**config.mk**
```make
export PLATFORM = sky130hd
export DESIGN_NAME = robs_multiplier
export DESIGN_NICKNAME = d
export VERILOG_FILES = /design/src/hw/robs_pkg.sv /design/src/hw/robs_ctrl_if.sv /design/src/hw/robs_control_unit_fsm.sv /design/src/hw/robs_datapath.sv /design/src/hw/robs_multiplier.sv
export VERILOG_INCLUDE_DIRS = /design/src /design/src/hw
export SDC_FILE = /design/constraint.sdc
export NUM_CORES = 1
export LEC_CHECK = 0
export ABC_AREA = 1
export BUFFER_PORTS_ARGS = -buffer_cell sky130_fd_sc_hd__buf_2
export CORE_ASPECT_RATIO = 1.4
export CORE_MARGIN = 8
export CORE_UTILIZATION = 52
export CTS_CLUSTER_SIZE = 25
export DETAILED_ROUTE_END_ITERATION = 10
export GPL_ROUTABILITY_DRIVEN = 0
export PLACE_DENSITY = 0.85
export SYNTH_ARGS = -nofsm -noshare
export SYNTH_HDL_FRONTEND = slang
export SYNTH_SLANG_ARGS = --single-unit
```
**constraint.sdc**
```tcl
create_clock -name clk -period 2.3 [get_ports clk]
set_input_delay 0.115 -clock clk [delete_from_list [all_inputs] [get_ports clk]]
set_output_delay 0.115 -clock clk [all_outputs]
set_load 0.05 [all_outputs]
```
**src/hw/robs_defs.svh**
```systemverilog
`ifndef ROBS_DEFS_SVH
`define ROBS_DEFS_SVH

// operand width, the product is twice this
`define ROBS_WIDTH 8

// loop counter, must hold ROBS_WIDTH-1
`define ROBS_CNT_WIDTH 3

`endif

```
**src/hw/robs_pkg.sv**
```systemverilog
package robs_pkg;

	// sparse 5-bit state encoding
	typedef enum logic [4:0] {
		st_load_m     = 5'b00000,
		st_load_q     = 5'b00001,
		st_clear      = 5'b00010,
		st_test_cnt   = 5'b00011,
		st_test_q0    = 5'b00100,
		st_add        = 5'b00101,
		st_test_sign  = 5'b00110,
		st_fill_set   = 5'b00111,
		st_fill_wait  = 5'b01000,
		st_fill_keep  = 5'b01001,
		st_shift      = 5'b01010,
		st_count      = 5'b01011,
		st_last_q0    = 5'b01100,
		st_sub        = 5'b01101,
		st_last_fill  = 5'b01111,
		st_last_shift = 5'b10010,
		st_store      = 5'b10011,
		st_done       = 5'b10100
	} robs_state_t;

	// control word with load_m in bit 0
	typedef struct packed {
		logic spare;
		logic store_p;
		logic latch_q0;
		logic dec_cnt;
		logic shift;
		logic keep_f;
		logic set_f;
		logic write_a;
		logic sub_m;
		logic add_m;
		logic load_cnt;
		logic clr_f;
		logic clr_a;
		logic load_q;
		logic load_m;
	} robs_ctrl_t;

endpackage

```
**src/hw/robs_ctrl_if.sv**
```systemverilog
interface robs_ctrl_if
	import robs_pkg::*;
();

	robs_ctrl_t ctrl_word; // strobes, decoded from state
	logic       zq;        // counter is zero
	logic       zr;        // q[0] is zero
	logic       zy;        // sign of m is zero

	// control unit side
	modport ctrl (
		output ctrl_word,
		input  zq,
		input  zr,
		input  zy
	);

	// datapath side
	modport dp (
		input  ctrl_word,
		output zq,
		output zr,
		output zy
	);

endinterface

```
**src/hw/robs_control_unit_fsm.sv**
```systemverilog
module robs_control_unit_fsm
	import robs_pkg::*;
(
	input  logic         clk,
	input  logic         reset,
	robs_ctrl_if.ctrl    bus,
	output logic         done
);

	robs_state_t state;
	robs_state_t next_state;
	robs_ctrl_t  cw;

	always_ff @(posedge clk or posedge reset) begin
		if (reset) begin
			state <= st_load_m;
			done  <= 1'b0;
		end else begin
			state <= next_state;
			done  <= (next_state == st_done); // st_done never exits
		end
	end

	always_comb begin
		next_state = state;
		case (state)
			st_load_m:     next_state = st_load_q;
			st_load_q:     next_state = st_clear;
			st_clear:      next_state = st_test_cnt;
			st_test_cnt:   next_state = bus.zq ? st_last_q0 : st_test_q0;
			st_test_q0:    next_state = bus.zr ? st_test_sign : st_add; // skip add on zero bit
			st_add:        next_state = st_test_sign;
			st_test_sign:  next_state = bus.zy ? st_fill_keep : st_fill_set;
			st_fill_set:   next_state = st_fill_wait;
			st_fill_wait:  next_state = st_shift;
			st_fill_keep:  next_state = st_shift;
			st_shift:      next_state = st_count;
			st_count:      next_state = st_test_cnt;
			st_last_q0:    next_state = bus.zr ? st_last_fill : st_sub; // sign bit of multiplier
			st_sub:        next_state = st_last_fill;
			st_last_fill:  next_state = st_last_shift;
			st_last_shift: next_state = st_store;
			st_store:      next_state = st_done;
			st_done:       next_state = st_done;
			default:       next_state = st_load_m;
		endcase
	end

	always_comb begin
		cw = '0;
		case (state)
			st_load_m: begin
				cw.load_m = 1'b1;
			end
			st_load_q: begin
				cw.load_q = 1'b1;
			end
			st_clear: begin
				cw.clr_a    = 1'b1;
				cw.clr_f    = 1'b1;
				cw.load_cnt = 1'b1;
			end
			st_test_q0, st_last_q0: begin
				cw.latch_q0 = 1'b1;
			end
			st_add: begin
				cw.add_m   = 1'b1;
				cw.write_a = 1'b1;
			end
			st_fill_set: begin
				cw.set_f = 1'b1;
			end
			st_fill_keep, st_last_fill: begin
				cw.keep_f = 1'b1;
			end
			st_shift, st_last_shift: begin
				cw.shift = 1'b1;
			end
			st_count: begin
				cw.dec_cnt = 1'b1;
			end
			st_sub: begin
				cw.sub_m   = 1'b1; // correction for the sign bit
				cw.write_a = 1'b1;
			end
			st_store: begin
				cw.store_p = 1'b1;
			end
			default: begin
				cw = '0;
			end
		endcase
	end

	assign bus.ctrl_word = cw;

	a_legal_state: assert property (@(posedge clk) disable iff (reset)
		state inside {st_load_m, st_load_q, st_clear, st_test_cnt, st_test_q0, st_add,
			st_test_sign, st_fill_set, st_fill_wait, st_fill_keep, st_shift, st_count,
			st_last_q0, st_sub, st_last_fill, st_last_shift, st_store, st_done})
		else $error("illegal state %b", state);

	a_done_sticky: assert property (@(posedge clk) disable iff (reset) done |=> done)
		else $error("done dropped before reset");

	a_add_sub_excl: assert property (@(posedge clk) disable iff (reset)
		!(cw.add_m && cw.sub_m))
		else $error("add and subtract requested together");

endmodule

```
**src/hw/robs_datapath.sv**
```systemverilog
`include "robs_defs.svh"

module robs_datapath
	import robs_pkg::*;
(
	input  logic                             clk,
	input  logic                             reset,
	robs_ctrl_if.dp                          bus,
	input  logic signed [`ROBS_WIDTH-1:0]    a,
	input  logic signed [`ROBS_WIDTH-1:0]    b,
	output logic signed [2*`ROBS_WIDTH-1:0]  product
);

	localparam int W = `ROBS_WIDTH;
	localparam int CW = `ROBS_CNT_WIDTH;

	robs_ctrl_t    cw;
	logic [W-1:0]  m;      // multiplicand
	logic [W-1:0]  acc;    // accumulator, high half of product
	logic [W-1:0]  q;      // multiplier, low half of product
	logic          f;      // sign fill for acc
	logic          q0_l;
	logic          f_next;
	logic [CW-1:0] cnt;
	logic [W:0]    sum;

	assign cw = bus.ctrl_word;

	// f extends acc to W+1 bits so the sum never loses its sign
	always_comb begin
		if (cw.sub_m) begin
			sum = {f, acc} - {m[W-1], m};
		end else begin
			sum = {f, acc} + {m[W-1], m};
		end
	end

	always_ff @(posedge clk) begin
		if (cw.load_m) begin
			m <= a;
		end
	end

	always_ff @(posedge clk) begin
		if (cw.load_q) begin
			q <= b;
		end else if (cw.shift) begin
			q <= {acc[0], q[W-1:1]};
		end
	end

	always_ff @(posedge clk) begin
		if (cw.clr_a) begin
			acc <= '0;
		end else if (cw.write_a) begin
			acc <= sum[W-1:0];
		end else if (cw.shift) begin
			acc <= {f, acc[W-1:1]}; // arithmetic shift through f
		end
	end

	always_comb begin
		f_next = f;
		if (cw.set_f) begin
			f_next = f | (m[W-1] & q0_l); // negative m added at least once
		end else if (cw.write_a && cw.sub_m) begin
			f_next = sum[W];
		end
	end

	always_ff @(posedge clk or posedge reset) begin
		if (reset) begin
			f <= 1'b0;
		end else if (cw.clr_f) begin
			f <= 1'b0;
		end else if (!cw.keep_f) begin
			f <= f_next;
		end
	end

	always_ff @(posedge clk or posedge reset) begin
		if (reset) begin
			q0_l <= 1'b0;
			cnt  <= '0;
		end else begin
			if (cw.latch_q0) begin
				q0_l <= q[0];
			end
			if (cw.load_cnt) begin
				cnt <= CW'(W - 1);
			end else if (cw.dec_cnt) begin
				cnt <= cnt - 1'b1;
			end
		end
	end

	always_ff @(posedge clk or posedge reset) begin
		if (reset) begin
			product <= '0;
		end else if (cw.store_p) begin
			product <= {acc, q};
		end
	end

	assign bus.zq = (cnt == '0);
	assign bus.zr = ~q[0];
	assign bus.zy = ~m[W-1];

	a_no_dec_at_zero: assert property (@(posedge clk) disable iff (reset)
		!(cw.dec_cnt && cnt == '0))
		else $error("counter decremented below zero");

endmodule

```
**src/hw/robs_multiplier.sv**
```systemverilog
`include "robs_defs.svh"

module robs_multiplier (
	input  logic                             clk,
	input  logic                             reset,
	input  logic signed [`ROBS_WIDTH-1:0]    a,
	input  logic signed [`ROBS_WIDTH-1:0]    b,
	output logic signed [2*`ROBS_WIDTH-1:0]  product,
	output logic                             done
);

	// control word down, status flags up
	robs_ctrl_if bus ();

	robs_control_unit_fsm i_robs_control_unit_fsm (
		.clk   (clk),
		.reset (reset),
		.bus   (bus.ctrl),
		.done  (done)
	);

	robs_datapath i_robs_datapath (
		.clk     (clk),
		.reset   (reset),
		.bus     (bus.dp),
		.a       (a),
		.b       (b),
		.product (product)
	);

endmodule

```
==> summary.txt <==
Placement
  • DP Wirelength: 4695 um
  • PortBufs: 34
  • Placed cell area: 3137 um2

STA
  • Slew headroom: 0.2818
  • Hold Vio Cnt, Final: 0
  • Final setup TNS: -0.1675 ns
  • Fmax: 413.0 MHz
  • Final Setup Violations: 2
  • Crit path time final: 2.421 ns
  • Fin Hold WS: 0.08952 ns
  • Worst Tran Pin Value: 1.066 ns
  • RSZ-0062 raised after global routing: true
  • Slew Viols, Final: 0
  • Period utilization: 1.053
  • Clock skew: 0.006233 ns
  • Setup WS post-layout: -0.1212 ns

Critical path
  • R2r setup slk: -0.12 ns
  • RR Endpoint: i_robs_datapath.f$_DFFE_PP0P_
  • Crit path launch type: register
  • Critical path fanouts, max: 5
  • Data arrival, critical path: 2.63 ns
  • Worst EP required: 2.50 ns
  • Worst r2r src: i_robs_datapath.m[0]$_DFFE_PP_
  • Critical path endpoint category: register
  • R2R cell count: 17
  • Crit path kind: reg2reg

Synthesis
  • Post-Synth Simple-Gate Area: 0.2358
  • Multiplexer area fraction after synthesis: 0.01605
  • Syn_nets: 361
  • Synth Area per Inst: 8.479 um2
  • Largest family of logic cells by synthesized area: simple AND/OR/NAND/NOR gates
  • Gate Count Post-Synth: 331
  • Adder and majority gate portion of the synthesized area: 0.05617
  • Post-Synth XOR/XNOR Area: 0.02185
  • Post-synth EDFFs: 16
  • Post-Syn Area: 2806 um2
  • Synth cell types: 37
  • Seq/Total Area, Yosys: 0.4690
  • Post-synthesis compound-gate area fraction: 0.1226
  • Synth Flop Type: dfrtp_1
  • Yosys reg bits: 51
  • Synth async-reset ratio: 0.5294
  • Yosys warnings: 0

Power
  • Gate power share: 0.549
  • Clock Power Share: 0.127
  • Leakage: 1.653 nW
  • Sw frac: 0.4556
  • Power Density: 1295 nW/um2
  • Maximum VDD drop: 606.8 uV
  • Internal power: 2.456 mW
  • Reg power frac: 0.324
  • Net Sw Power: 2.056 mW

Global route
  • GRT Total Usage: 0.1657
  • Largest net degree at the start of global routing: 29
  • Initial antenna violation count: 0
  • First-pass GRT wire length: 10870 um
  • Grt ovf: 0
  • Vias in the first global route: 2482

Clock tree
  • Root buf cell: clkbuf_8
  • Clock Latency Late Sink: 0.31 ns
  • CTS buffer count: 5
  • CTS tree: yes
  • Clock slew at reported path FFs: 0.09 ns
  • H-tree lvl count: 2
  • Clock Sinks: 51
  • Clk buf depth: 2

Worst hold path
  • Hold_sp: b[5]
  • Hold EP: i_robs_datapath.q[5]$_DFFE_PP_
  • Hold Path Class: in2reg
  • Worst hold path stage count: 3

Die
  • Die area: 8037 um2
  • Die Height: 102.9 um
  • Die Wd: 78.09 um
  • Site Rows: 31
  • Core ar.: 5197 um2
  • Initial Util: 0.5400
  • # IOs: 35

Layout
  • Fraction of layout cells with a size suffix above 1: 0.2872
  • Most frequent cells in the layout: nand2_1, inv_1, buf_2
  • Ant diodes: 0
  • Post-route cell area: 3483 um2
  • Final #Nets: 426
  • Commonest non-fill, non-tap cell in the layout: nand2_1
  • Area grow syn2layout: 24.12%

Routing
  • Vias per inst: 5.402
  • Wire per inst: 14.47 um
  • Iter 0 DRT Violations: 181
  • Drt pass-1 iters: 6
  • Post-route DRC: 0
  • Routed via count: 2501
  • Detailed Route WL: 6698 um
  • Routed Antenna Nets: 0

Status
  • Failing checks: negative setup slack
  • Outcome: finished, violations left

Flow run
  • Max-cap violations: 0
power groups by stage:
stage          sequential, mW  clock (mW)  combinational (mW)
2_1_floorplan            1.66           0                1.38
3_3_place_gp             1.45           0                2.05
3_5_place_dp             1.47           0                2.14
4_1_cts                  1.45       0.580                2.23
5_1_grt                  1.49       0.617                2.72
6_report                 1.46       0.572                2.48
through the flow:
stage	power [mW]	utilization	setup WS, ns	cells
after detailed placement	3.615	0.6035	-0.08003	440
after floorplan	3.044	-	0.02852	331
after global routing	4.830	0.6702	-0.2503	463
after CTS	4.268	0.6476	-0.002211	459
final	4.512	0.6702	-0.1212	463
after global placement	3.509	0.6035	0.03686	440
cells in the mapped netlist (all sizes together) (5+ instances only):
cell type  instances  share of area
nor2              29          0.058
o21ai             36          0.068
a21oi             13          0.023
nand4              5          0.011
nand2             77           0.11
xor2               6          0.019
inv               50          0.067
edfxtp            16           0.17
a31oi              5          0.011
dfrtp             27           0.24
nand3             20          0.042
ha                11          0.049
dfxtp              8          0.057
how the worst max path moves through the flow:
stage | startpoint | endpoint | slack [ns] | cells past startpoint
final | i_robs_datapath.m[0]$_DFFE_PP_ | i_robs_datapath.f$_DFFE_PP0P_ | -0.12 | 17
after global routing | i_robs_datapath.m[0]$_DFFE_PP_ | i_robs_datapath.f$_DFFE_PP0P_ | -0.25 | 17
after CTS | i_robs_datapath.m[0]$_DFFE_PP_ | i_robs_datapath.f$_DFFE_PP0P_ | -0.002 | 17
after detailed placement | i_robs_datapath.m[0]$_DFFE_PP_ | i_robs_datapath.acc[7]$_SDFFE_PP0P_ | -0.08 | 15
after global placement | i_robs_datapath.m[0]$_DFFE_PP_ | i_robs_datapath.acc[7]$_SDFFE_PP0P_ | 0.04 | 15
after floorplan | i_robs_control_unit_fsm.state[3]$_DFF_PP0_ | i_robs_datapath.f$_DFFE_PP0P_ | 0.03 | 16
cell families (layout without fill, tap and decap cells):
logic type / count (synthesis) / in the layout
muxes: 4 / 4
buffers and inverters: 57 / 123
DFF: 51 / 51
adders and majority gates: 12 / 12
and+or+nand+nor: 139 / 139
AOI/OAI and AO/OA: 61 / 61
xor gates and xnor gates: 7 / 7
worst max-delay path: stages (launching register included):
cell	delay [ns]
edfxtp_1	0.43
inv_1	0.09
ha_2	0.19
nand2_2	0.08
nor2_4	0.12
inv_2	0.05
o21ai_2	0.12
xor2_1	0.08
ha_1	0.40
nand2_2	0.13
nor2_4	0.12
nand2_1	0.06
o211ai_1	0.08
nand3_1	0.10
nand2_1	0.08
nand2_1	0.06
nand2_1	0.06
nand2_1	0.05
what timing repair did:
action / in CTS / in global routing
endpoints found under the setup margin: 4 / 6
hold buffers: 9 / 0
gates resized for setup: 5 / 31
setup buffers: 2 / 4
pin swaps: 3 / 13
hold endpoints to repair: 35 / 0
flip-flops by register name (all words and copies together), names as in the netlist:
register	count
i_robs_datapath.cnt	3
i_robs_control_unit_fsm.done	1
i_robs_control_unit_fsm.state	5
i_robs_datapath.f	1
i_robs_datapath.acc	8
i_robs_datapath.q0_l	1
i_robs_datapath.q	8
i_robs_datapath.product	16
i_robs_datapath.m	8
layer usage:
metal,global-route usage,up-vias,share of wire
li1,-,1218,-
met4,0.08870,0,0.032
met3,0.03839,25,0.060
met5,0,-,0
met2,0.3005,96,0.53
met1,0.1730,1162,0.38
area by class of cell:
type	count	area (um2)
Tap cell	66	82.58
Fill cell	398	1714
Multi-Input combinational cell	223	1375
Sequential cell	51	1316
Clock inverter	1	7.507
Clock buffer	7	97.59
Inverter	53	201.4
Timing Repair Buffer	62	402.9
(Power assumes the default switching activity.)
